### src/logic/test_frame_pkg.sv
// shared widths and constants; frame_size counts are limited to FRAME_SIZE_W bits
package test_frame_pkg;

	// ----------------------------------------------------------------------
	// widths
	// ----------------------------------------------------------------------
	localparam int FRAME_SIZE_W = 23;
	localparam int DATA_W       = 32;
	localparam int CRC_W        = 16;

	// payload pattern select
	typedef enum logic [1:0] {
		PAT_INCR      = 2'd0,
		PAT_FRAME_TAG = 2'd1,
		PAT_LFSR      = 2'd2,
		PAT_CHECKER   = 2'd3
	} pattern_t;

	// ----------------------------------------------------------------------
	// crc-16/ccitt, msb first, no reflection, no final xor
	// ----------------------------------------------------------------------
	localparam logic [CRC_W-1:0] CRC_POLY = 16'h1021;
	localparam logic [CRC_W-1:0] CRC_INIT = 16'hFFFF;

	// ----------------------------------------------------------------------
	// fibonacci lfsr for the pseudo random pattern
	// ----------------------------------------------------------------------
	// reloaded on every frame start
	localparam logic [DATA_W-1:0] LFSR_SEED = 32'h1357_9BDF;
	// taps 32, 22, 2, 1 mapped to bits 31, 21, 1, 0
	localparam logic [DATA_W-1:0] LFSR_TAPS = 32'h8020_0003;

endpackage

### src/logic/frame_timing_gen.sv
// one frame of frame_size+1 beats per start; start ignored while busy; BLANK_CYCLES must be >= 1
`timescale 1ns/1ps

module frame_timing_gen import test_frame_pkg::*; #(
	parameter int BLANK_CYCLES = 4
) (
	input  logic                    clk,
	input  logic                    arst_n,
	input  logic                    start,
	input  logic [FRAME_SIZE_W-1:0] frame_size,
	output logic                    fval,
	output logic                    dval,
	output logic                    sof,
	output logic                    busy
);

	localparam int BLANK_W = (BLANK_CYCLES > 1) ? $clog2(BLANK_CYCLES) : 1;
	localparam logic [BLANK_W-1:0] BLANK_LAST = BLANK_W'(BLANK_CYCLES - 1);

	// fsm encoding
	localparam logic [1:0] ST_IDLE   = 2'd0;
	localparam logic [1:0] ST_ACTIVE = 2'd1;
	localparam logic [1:0] ST_BLANK  = 2'd2;

	logic [1:0]              state;
	logic [FRAME_SIZE_W-1:0] beat_cnt;
	logic [BLANK_W-1:0]      blank_cnt;

	// ----------------------------------------------------------------------
	// state machine
	// ----------------------------------------------------------------------
	always_ff @(posedge clk or negedge arst_n) begin
		if (!arst_n) begin
			state     <= ST_IDLE;
			beat_cnt  <= '0;
			blank_cnt <= '0;
		end else begin
			case (state)
				ST_IDLE: begin
					// start only honoured here
					if (start) begin
						state    <= ST_ACTIVE;
						beat_cnt <= '0;
					end
				end
				ST_ACTIVE: begin
					// beats 0 .. frame_size, the last one is the trailer
					if (beat_cnt == frame_size) begin
						state     <= ST_BLANK;
						blank_cnt <= '0;
					end else begin
						beat_cnt <= beat_cnt + 1'b1;
					end
				end
				ST_BLANK: begin
					if (blank_cnt == BLANK_LAST) begin
						state <= ST_IDLE;
					end else begin
						blank_cnt <= blank_cnt + 1'b1;
					end
				end
				default: begin
					state <= ST_IDLE;
				end
			endcase
		end
	end

	// outputs straight from registered state
	assign fval = (state == ST_ACTIVE);
	// no gaps inside a frame
	assign dval = fval;
	assign sof  = fval && (beat_cnt == '0);
	assign busy = (state != ST_IDLE);

endmodule

### config.mk
export PLATFORM = sky130hd
export DESIGN_NAME = frame_timing_gen
export DESIGN_NICKNAME = d
export VERILOG_FILES = /design/src/logic/test_frame_pkg.sv /design/src/logic/frame_timing_gen.sv
export SDC_FILE = /design/constraint.sdc
export NUM_CORES = 1
export LEC_CHECK = 0
export ABC_AREA = 0
export BUFFER_PORTS_ARGS = -buffer_cell sky130_fd_sc_hd__buf_4
export CELL_PAD_IN_SITES_DETAIL_PLACEMENT = 0
export CELL_PAD_IN_SITES_GLOBAL_PLACEMENT = 2
export CORE_MARGIN = 2
export CORE_UTILIZATION = 32
export CTS_BUF_LIST = sky130_fd_sc_hd__clkbuf_8
export DETAILED_ROUTE_END_ITERATION = 16
export HOLD_SLACK_MARGIN = 0.06
export PLACE_DENSITY_LB_ADDON = 0.1
export SYNTH_ARGS = -nofsm -noshare
export SYNTH_HDL_FRONTEND = slang
export SYNTH_SLANG_ARGS = --single-unit
### constraint.sdc
create_clock -name clk -period 2 [get_ports clk]
set_input_delay 0.4 -clock clk [delete_from_list [all_inputs] [get_ports clk]]
set_output_delay 0.4 -clock clk [all_outputs]
set_load 0.02 [all_outputs]
==> results of run 1 <==
-- what timing repair did --
action,CTS,global route
endpoints found under the hold margin,27,0
setup endpoints to repair,20,28
pin swaps,11,9
cloned,0,1
gates resized for setup,16,16
hold buffers,1,0
setup buffers,5,2
-- logic make-up (layout without fill, tap and decap cells) --
| logic type | count (synthesis) | in the layout | synth area share (%) |
|---|---|---|---|
| compound gates | 47 | 47 | 17.82 |
| xor+xnor | 23 | 23 | 10.28 |
| fa+ha+maj | 3 | 3 | 1.916 |
| buf+inv | 24 | 90 | 6.704 |
| flops | 27 | 27 | 34.48 |
| mux | 2 | 2 | 1.022 |
| simple gates | 95 | 95 | 27.78 |
-- how the worst min path moves through the flow --
stage                   endpoint  slack [ns]  cells past startpoint
floorplan            beat_cnt[0]        0.10                      0
global placement     beat_cnt[4]        0.35                      1
detailed placement   beat_cnt[4]        0.35                      1
CTS                 blank_cnt[0]        0.57                      2
global route         beat_cnt[8]        0.60                      2
finish              blank_cnt[0]        0.56                      2
-- synthesized netlist by cell type, drive strengths merged --
cell / n
dfrtp: 27
nand2: 22
xor2: 20
o21ai: 17
nand3: 13
nor2: 12
nor3: 11
nor4: 10
buf: 9
clkbuf: 8
a22o: 7
inv: 7
a211o: 5
nand4: 5
o31ai: 5
a221o: 4
or3: 4
and3: 3
and4b: 3
ha: 3
or2: 3
xnor2: 3
a21boi: 2
and2: 2
and4: 2
mux2i: 2
nor4b: 2
o211ai: 2
o22ai: 2
nand2b: 1
nand3b: 1
nor3b: 1
o211a: 1
o21a: 1
o21bai: 1
-- flip-flops by register name, summed over array words and instances, names as in the netlist --
name,flops
beat_cnt,23
blank_cnt,2
state,2
-- critical path, stage by stage, from the launching register on --
cell	delay [ns]
dfrtp_1	0.43
xor2_1	0.18
nor4_2	0.34
nand4_2	0.24
o31ai_4	0.29
buf_12	0.18
nor2_1	0.05
a221o_1	0.26
-- final cells by class --
| class | instances | area (sq um) | share of cell area [%] |
|---|---|---|---|
| inverters | 7 | 31.28 | 1.139 |
| well taps | 75 | 93.84 | 3.417 |
| clock buffers | 3 | 41.29 | 1.503 |
| clock inverters | 1 | 3.754 | 0.1367 |
| flip-flops and latches | 27 | 675.6 | 24.60 |
| repair buffers | 79 | 656.9 | 23.92 |
| multi-input cells | 170 | 1244 | 45.28 |
-- placed cells by master (no fill, tap or decap), types with 3 or more instances in the layout --
master,count
a211o_1,5
a221o_1,4
a22o_1,7
and3_1,3
and4b_1,3
buf_4,70
buf_6,5
clkbuf_8,3
dfrtp_1,27
inv_1,5
nand2_1,21
nand3_1,12
nand4_1,3
nor2_1,10
nor3_1,9
nor4_1,4
nor4_2,6
o21ai_0,10
o21ai_1,4
o21ai_2,3
o31ai_1,3
or2_2,3
or3_1,3
xnor2_1,3
xor2_1,20
-- through the flow --
step,instance area [sq um],utilization (%),total power [mW],cells,hold WS [ns]
finish,2746,46.39,1.936,362,0.5593
floorplan,1983,-,1.128,221,0.1044
global placement,2509,42.37,1.416,350,0.3472
global route,2746,46.39,2.076,362,0.5994
CTS,2661,44.95,1.878,359,0.5686
detailed placement,2509,42.37,1.431,350,0.3542
-- routing by layer --
layer	GRT usage (%)	share of wire, %	vias up
li1	-	-	943
met1	23.84	45	919
met2	32.82	48	55
met3	3.261	5.6	6
met4	5.000	1.2	0
met5	0	0	-
-- power breakdown --
| part | switching, mW | total, mW | leakage [nW] | internal [mW] |
|---|---|---|---|---|
| clock | 0.183 | 0.321 | 0.0269 | 0.138 |
| combinational | 0.437 | 0.925 | 0.940 | 0.488 |
| sequential | 0.0735 | 0.690 | 0.352 | 0.617 |
==> summary.md, run 1 <==
| Metric | Value |
|---|---|
| IO buf count | 29 |
| First-pass GRT wire length | ~9.5 mm |
| Leakage | about 1.3 nW |
| Clock Tree Buf Depth | 2 |
| CP endpoint | beat_cnt[22] |
| Failing checks | setup timing |
| Number of H-tree levels | 1 |
| Core footprint | between 5000 and 6000 sq um |
| Worst EP required | roughly 2.2 ns |
| Initial DRC Count | ~150 |
| Sink Count | 27 |
| Detail Route Antenna Nets | 0 |
| Final worst path period need | approximately 2.1 ns |
| Initial DRT Pass Iterations | 4 |
| Post-DP HPWL | 4.435 mm |
| HP Start | state[1] |
| Initial Util | around a third |
| Worst-path fanout max | 12 |
| Pre-CTS WS | -0.1658 ns |
| Setup TNS Final | -1.113 ns |
| DRC | 0 |
| Final period util | 104.2% |
| Post-Syn Nets | 250 |
| Ratio of cells with drive above 1 in the final layout | approximately 39% |
| HP Class | flop to flop |
| Reg-to-reg endpoint | beat_cnt[22] |
| CTS tree | built |
| N_diodes | 0 |
| Cells after synthesis | 221 |
| RSZ-0062 raised after global routing | true |
| Post-synthesis average cell area | ~8.9 sq um |
| Area of the mapped netlist | between 1500 and 2000 sq um |
| Fmax | about 0.48 GHz |
| Status | complete, but fails checks |
| Final setup viols | 22 |
| Pwr/cell area | 704.8 nW/um^2 |
| Worst skew pair latency | approximately 0.28 ns |
| Rows | 28 |
| Worst Setup Start Kind | flop |
| Area delta synth->final | 40.17% |
| Initial antenna violation count | 0 |
| CTS Root Cell | clkbuf_8 |
| Number of fillers in the final layout | just under 600 |
| Final Slew Violations | 0 |
| Max-cap violations | 0 |
| Slew @ Worst Pin | between 0.3 and 0.4 ns |
| Synth Warn # | 0 |
| WL per Instance | roughly 17 um |
| Vias in the first global route | 1891 |
| R2r setup slk | -0.08 ns |
| Boundary pin count | 30 |
| Chip height | between 80 and 90 um |
| Final Hold Viols | 0 |
| Worst-path clk slew | 0.10 ns |
| Largest net degree at the start of global routing | 28 |
| Cells on worst reg2reg path | 7 |
| Setup Skew | 0.003931 ns |
| Slew margin rel. | around three quarters |
| FF+latch count, synth | 27 |
| Area leader, netlist | dfrtp_1 |
| Die X | between 80 and 90 um |
| Ranking of synthesized cells by area | dfrtp_1 34%, xor2_1 8.9%, nand2_1 4.2%, o21ai_0 4.1%, nand3_1 3.3% |
| Via/cell ratio | ~5.3 |
| Worst Setup End Kind | flop |
| Tot GR Track Use | 18.81% |
| Nets | between 300 and 400 |
| CP startpoint | beat_cnt[1] |
| Worst VDD drop | around 360 uV |
| Final GP Congestion | 0.7891 |
| Grt ovf | 0 |
| DIE AREA | roughly 6800 sq um |
| R2r startpoint | beat_cnt[1] |
| Post-synthesis sequential area ratio | around a third |
| Synth top area share | 34.48% |
| Setup Crit Path Kind | flop to flop |
| Detailed Route WL | around 6 mm |
| Synth cell types | 45 |
| Worst endpoint data arrival time | around 2.3 ns |
| Vias | 1923 |
| Cts bufs inserted | 3 |
| Setup ws final | -0.08322 ns |
No activity file was read; power rests on OpenSTA's default activity.
==> inputs of run 2 (changes only) <==
--- a/config.mk
+++ b/config.mk
@@ -8,9 +8,9 @@
 export ABC_AREA = 0
 export BUFFER_PORTS_ARGS = -buffer_cell sky130_fd_sc_hd__buf_4
 export CELL_PAD_IN_SITES_DETAIL_PLACEMENT = 0
-export CELL_PAD_IN_SITES_GLOBAL_PLACEMENT = 2
+export CELL_PAD_IN_SITES_GLOBAL_PLACEMENT = 1
 export CORE_MARGIN = 2
-export CORE_UTILIZATION = 32
+export CORE_UTILIZATION = 40
 export CTS_BUF_LIST = sky130_fd_sc_hd__clkbuf_8
 export DETAILED_ROUTE_END_ITERATION = 16
 export HOLD_SLACK_MARGIN = 0.06
==> summary.md, run 2 (synthesized netlist as in run 1, its figures left out) <==
| Metric | Value |
|---|---|
| Pwr/cell area | about 680 nW/um^2 |
| Placed Area | 2484 sq um |
| Multi-input logic area | about 1300 sq um |
| Worst EP required | 2.17 ns |
| Final worst path period need | 2.088 ns |
| Post-DP HPWL | between 3 and 4 mm |
| IO buf count | 29 |
| First-pass GRT wire length | 8.970 mm |
| DIE AREA | ~5500 sq um |
| WL met3 | 281 um |
| Largest net degree at the start of global routing | 28 |
| Fin cells | 362 |
| Core footprint | ~4700 sq um |
| DRC | 0 |
| Dpl cells | 340 |
| Worst Setup Start Kind | flop |
| Final core occ | a little under 60% |
| Nets | between 300 and 400 |
| Vias | a little under 2000 |
| RSZ-0062 raised after global routing | true |
| Leakage | ~1.3 nW |
| Worst-path clk slew | approximately 0.10 ns |
| Largest regs | beat_cnt x23, blank_cnt x2, state x2 |
| Chip height | between 70 and 80 um |
| Worst-path fanout max | 8 |
| CTS Root Cell | clkbuf_8 |
| WL per Instance | around 15 um |
| Max reg flops | 23 |
| Boundary pin count | 30 |
| Tot GR Track Use | between 20% and 30% |
| Final GP Congestion | 0.8075 |
| Cts bufs inserted | 3 |
| Failing checks | setup timing |
| Commonest cells after routing, fill and taps aside | 76 x buf_4, 26 x dfrtp_1, 21 x nand2_1, 19 x xor2_1 |
| Initial DRT Pass Iterations | 4 |
| Setup Skew | ~0.0039 ns |
| Sink Count | 27 |
| Max Used Layer | met4 |
| Max-cap violations | 0 |
| Worst skew pair latency | between 0.2 and 0.3 ns |
| Grt ovf | 0 |
| Final period util | 104.4% |
| Status | complete, but fails checks |
| Cell chain of the critical path | buf_4 -> ha_2 -> and4_1 -> nand4_2 -> or3_4 -> o211a_1 -> a221o_1 |
| Setup ws final | -0.08773 ns |
| Crit path max-delay cell type | dfrtp_1 |
| Number of H-tree levels | 1 |
| Worst VDD drop | 340.1 uV |
| Area delta synth->final | 43.74% |
| Final Slew Violations | 0 |
| Number of fillers in the final layout | roughly 400 |
| Fmax | 0.4790 GHz |
| Detail Route Antenna Nets | 0 |
| Finished Cell Area | roughly 2800 sq um |
| Commonest non-fill, non-tap cell in the layout | buf_4 |
| Initial antenna violation count | 0 |
| Setup Crit Path Kind | flop to flop |
| Slew margin rel. | between 70% and 80% |
| Worst Setup End Kind | flop |
| Overall Power | 1.917 mW |
| Sequential Area | roughly 680 sq um |
| Hold Slack | around 0.55 ns |
| Worst endpoint data arrival time | 2.26 ns |
| Initial Util | approximately two fifths |
| Vias in the first global route | about 1900 |
| Delay-heaviest family, CP | simple AND/OR/NAND/NOR gates |
| CTS tree | built |
| Wl on met1 | around 2.5 mm |
| Via/cell ratio | 5.365 |
| HP Class | flop to flop |
| Final setup viols | 21 |
| Final Hold Viols | 0 |
| Initial DRC Count | 94 |
| Rows | 25 |
| N_diodes | 0 |
| Top reg by flops | beat_cnt |
| Clock Tree Buf Depth | 2 |
| Die X | roughly 74 um |
| Detailed Route WL | about 5.6 mm |
| Critical Path Max Stage Delay | between 0.4 and 0.5 ns |
| WP buf/inv | 1 |
| Slew @ Worst Pin | 0.3641 ns |
| Ratio of cells with drive above 1 in the final layout | about two fifths |
| Detail Route met2 WL | between 2 and 3 mm |
run 2: cell types whose count changed in the layout (fill, tap and decap cells not counted), sizes merged:
cell,change
clkbuf,-1
buf,+9
clkinv,+1
inv,-1
run 2: worst reg2reg max path, cell delays in order (launching register included):
cell and delay [ns]:
dfrtp_1 0.44, buf_4 0.14, ha_2 0.16, and4_1 0.21
nand4_2 0.14, or3_4 0.40, o211a_1 0.22, a221o_1 0.26
run 2: per-layer routing:
metal	global-route usage (%)	vias to the layer above
li1	-	955
met1	29.46	920
met2	35.22	55
met3	2.439	12
met4	7.071	0
met5	0	-
run 2: layout make-up:
cell class	instances	share of cell area, %
Sequential cell	27	24.03
Clock buffer	3	1.466
Clock inverter	1	0.1777
Timing Repair Buffer	87	25.81
Inverter	7	1.111
Multi-Input combinational cell	170	44.42
Tap cell	67	2.976
run 2: path summary, 6_finish.rpt:
path,from,end,cells past startpoint,slack [ns]
max in group asynchronous,arst_n,beat_cnt[2],2,1.15
min in group asynchronous,arst_n,beat_cnt[4],2,0.57
setup / recovery,beat_cnt[0],beat_cnt[20],7,-0.09
setup reg to reg,beat_cnt[0],beat_cnt[20],7,-0.09
hold reg to reg,state[1],blank_cnt[0],2,0.55
hold / removal,state[1],blank_cnt[0],2,0.55
run 2: where the power goes:
part | internal [mW] | switching, mW
Combinational | 0.463 | 0.412
Clock | 0.140 | 0.193
Sequential | 0.619 | 0.0898
run 2: what timing repair did:
action                                 in CTS  in global routing
hold buffers                                1                  0
resized for setup                          20                 14
pin swaps                                  13                  5
cloned                                      1                  0
buffers inserted                           12                  5
setup endpoints to repair                  23                 27
endpoints found under the hold margin      27                  0
run 2: stage by stage:
step / setup TNS, ns / worst slack (ns)
3_5_place_dp: -4.757 / -0.2727
6_report: -0.8919 / -0.08773
2_1_floorplan: -0.1249 / -0.05251
5_1_grt: -3.695 / -0.2116
3_3_place_gp: -4.104 / -0.2308
4_1_cts: -0.5915 / -0.06285
==> inputs of run 3 (changes only) <==
--- a/config.mk
+++ b/config.mk
@@ -5,12 +5,12 @@
 export SDC_FILE = /design/constraint.sdc
 export NUM_CORES = 1
 export LEC_CHECK = 0
-export ABC_AREA = 0
+export ABC_AREA = 1
 export BUFFER_PORTS_ARGS = -buffer_cell sky130_fd_sc_hd__buf_4
 export CELL_PAD_IN_SITES_DETAIL_PLACEMENT = 0
 export CELL_PAD_IN_SITES_GLOBAL_PLACEMENT = 1
 export CORE_MARGIN = 2
-export CORE_UTILIZATION = 40
+export CORE_UTILIZATION = 37
 export CTS_BUF_LIST = sky130_fd_sc_hd__clkbuf_8
 export DETAILED_ROUTE_END_ITERATION = 16
 export HOLD_SLACK_MARGIN = 0.06
==> summary.md, run 3 <==
| Metric | Value |
|---|---|
| Leakage | roughly 1.4 nW |
| Via/cell ratio | approximately 4.8 |
| Synth Area in Adders | 1.657% |
| Cts bufs inserted | 3 |
| Final Slew Violations | 0 |
| Worst EP required | around 1.6 ns |
| Post-synthesis average cell area | between 5 and 6 sq um |
| Synth cell types | 23 |
| Top FF cell, synth | dfrtp_1 |
| Ratio of cells with drive above 1 in the final layout | ~18% |
| Initial DRT Pass Iterations | 5 |
| Setup ws final | -0.02283 ns |
| Post-synthesis mux area share | 0% |
| Async set or reset register ratio after synthesis | 100.0% |
| Status | complete, but fails checks |
| Sequential Area | roughly 680 sq um |
| Finished Cell Area | 2669 sq um |
| Final period util | 101.1% |
| Largest family of logic cells by synthesized area | simple AND/OR/NAND/NOR gates |
| Worst-path clk slew | 0.11 ns |
| Compound-Gate Fraction of Synth Area | 0% |
| Number of fillers in the final layout | approximately 660 |
| Worst skew pair latency | around 0.28 ns |
| Ranking of synthesized cells by area | dfrtp_1 30%, nand2_1 26%, nand3_1 8.4%, nor2_1 7.6%, inv_1 6.1% |
| Chip height | around 80 um |
| Vias | between 2000 and 2500 |
| Top reg by flops | beat_cnt |
| Detailed Route WL | 6.253 mm |
| Post-synthesis sequential area ratio | 29.82% |
| Worst endpoint data arrival time | between 1.5 and 2 ns |
| Sw frac | 37.79% |
| First-pass GRT wire length | around 11 mm |
| DIE AREA | 6766 sq um |
| Synth Warn # | 0 |
| Sink Count | 27 |
| Final GP Congestion | 0.8696 |
| Die X | 82.26 um |
| Nets | 446 |
| Overall Power | 1.505 mW |
| Flop pwr share | approximately 45% |
| Fmax | ~0.49 GHz |
| Clock power frac | about 23% |
| Worst Setup End Kind | output pin |
| Logic pwr share | between 30% and 40% |
| Cells on worst reg2reg path | 11 |
| WL per Instance | between 10 and 15 um |
| DRC | 0 |
| Worst-path fanout max | 6 |
| Area leader, netlist | dfrtp_1 |
| Commonest cells after routing, fill and taps aside | 158 x nand2_1, 46 x nor2_1, 40 x buf_4, 38 x nand3_1, 37 x inv_1 |
| Hold Slack | roughly 0.52 ns |
| Setup Skew | approximately 0.0034 ns |
| Worst Setup Start Kind | flop |
| HP Class | flop to flop |
| Dpl cells | 482 |
| Placed Area | around 2600 sq um |
| Simple-gate portion of the synthesized area | between 50% and 60% |
| Cells after synthesis | ~380 |
| Final Hold Viols | 0 |
| Core footprint | between 5000 and 6000 sq um |
| Post-Syn Nets | 408 |
| Max-cap violations | 0 |
| Post-DP HPWL | 4.914 mm |
| Max reg flops | 23 |
| Slew margin rel. | between 60% and 70% |
| Initial antenna violation count | 0 |
| Slew @ Worst Pin | 0.5363 ns |
| Final worst path period need | ~2.0 ns |
| Largest regs | beat_cnt x23, blank_cnt x2, state x2 |
| CTS Root Cell | clkbuf_8 |
| Synth top cells by count | 158 x nand2_1, 46 x nor2_1, 38 x nand3_1 |
| Worst VDD drop | between 300 and 400 uV |
| Clock Tree Buf Depth | 2 |
| N_diodes | 0 |
| Failing checks | setup timing |
| Area delta synth->final | 17.78% |
| Detail Route Antenna Nets | 0 |
| Commonest non-fill, non-tap cell in the layout | nand2_1 |
| FF+latch count, synth | 27 |
| Final setup viols | 1 |
| Setup Crit Path Kind | flop to output pin |
| Boundary pin count | 30 |
| Largest net degree at the start of global routing | 28 |
| Initial Util | roughly two fifths |
| Area of the mapped netlist | 2266 sq um |
| Post-synthesis xor/xnor area fraction | roughly 5.4% |
| Tot GR Track Use | about a fifth |
| Rows | 28 |
| Grt ovf | 0 |
| Switching power | between 0.5 and 0.6 mW |
| CTS tree | built |
| Fin cells | between 400 and 500 |
| Number of H-tree levels | 1 |
| Multi-input logic area | 1340 sq um |
| Hold Crit Depth | 2 |
| Pre-CTS WS | 0.1572 ns |
| RSZ-0062 raised after global routing | true |
| IO buf count | 29 |
| Most common cell in the netlist | nand2_1 |
| Initial DRC Count | 114 |
| Vias in the first global route | roughly 2200 |
| Pwr/cell area | ~560 nW/um^2 |
| Post-synth EDFFs | 0 |
| Synth top area share | ~30% |
| Power Internal | roughly 0.94 mW |
==> run 3: cell count changes after synthesis, sizes merged, moves of 6 or more <==
cell	delta
nor4	-8
nor2	+38
a22o	-7
inv	+46
nand2	+138
nand4	+6
xor2	-9
o21ai	-17
nand3	+26
==> run 3: metal layers <==
metal	up-vias	track usage (%)	share of wire [%]
met5	-	0	0
met4	0	5.667	1.9
met3	10	1.957	3.6
met2	61	33.55	46
met1	1058	28.74	49
li1	1242	-	-
==> run 3: critical path, cell delays in order (launching register included) <==
cell,delay (ns)
dfrtp_2,0.47
inv_2,0.07
nand4_1,0.13
nor2_1,0.15
nand4_1,0.13
nor4_2,0.20
buf_4,0.19
==> run 3: path summary, 6_finish.rpt <==
check	from	endpoint	slack, ns
setup / recovery	beat_cnt[9]	sof	-0.02
hold / removal	blank_cnt[1]	blank_cnt[1]	0.52
setup reg to reg	beat_cnt[8]	beat_cnt[4]	0.18
hold reg to reg	blank_cnt[1]	blank_cnt[1]	0.52
max in group asynchronous	arst_n	beat_cnt[12]	1.15
min in group asynchronous	arst_n	beat_cnt[4]	0.56
==> run 3: through the flow <==
stage          util (%)   TNS, ns
6_report          45.08  -0.02283
5_1_grt           45.08   -0.1204
4_1_cts           44.93  -0.03432
3_5_place_dp      43.55         0
3_3_place_gp      43.55         0
2_1_floorplan         -         0
==> run 3: cells by family (layout without fill, tap and decap cells) <==
group / count (synthesis) / after routing
xor+xnor: 14 / 14
flops: 27 / 27
simple gates: 274 / 274
buf+inv: 61 / 98
fa+ha+maj: 3 / 3
==> run 3: cell type report <==
type,instances,share of cell area [%]
sequential,27,25.46
clock inverter,1,0.1875
tap,75,3.516
inverter,53,7.454
multi-input combinational,291,50.21
timing repair buffer,41,11.63
clock buffer,3,1.547
==> run 3: power groups by stage <==
stage	Clock, mW	Sequential [mW]	Combinational, mW
floorplan	0	0.650	0.359
global placement	0	0.687	0.492
detailed placement	0	0.688	0.492
CTS	0.348	0.676	0.496
global route	0.374	0.688	0.568
finish	0.338	0.677	0.490
==> run 3: what timing repair did <==
item	CTS	global route
pin swaps	0	1
hold buffers	1	0
endpoints found under the hold margin	27	0
buffers inserted	3	1
gates resized for setup	2	1
setup endpoints to repair	1	5
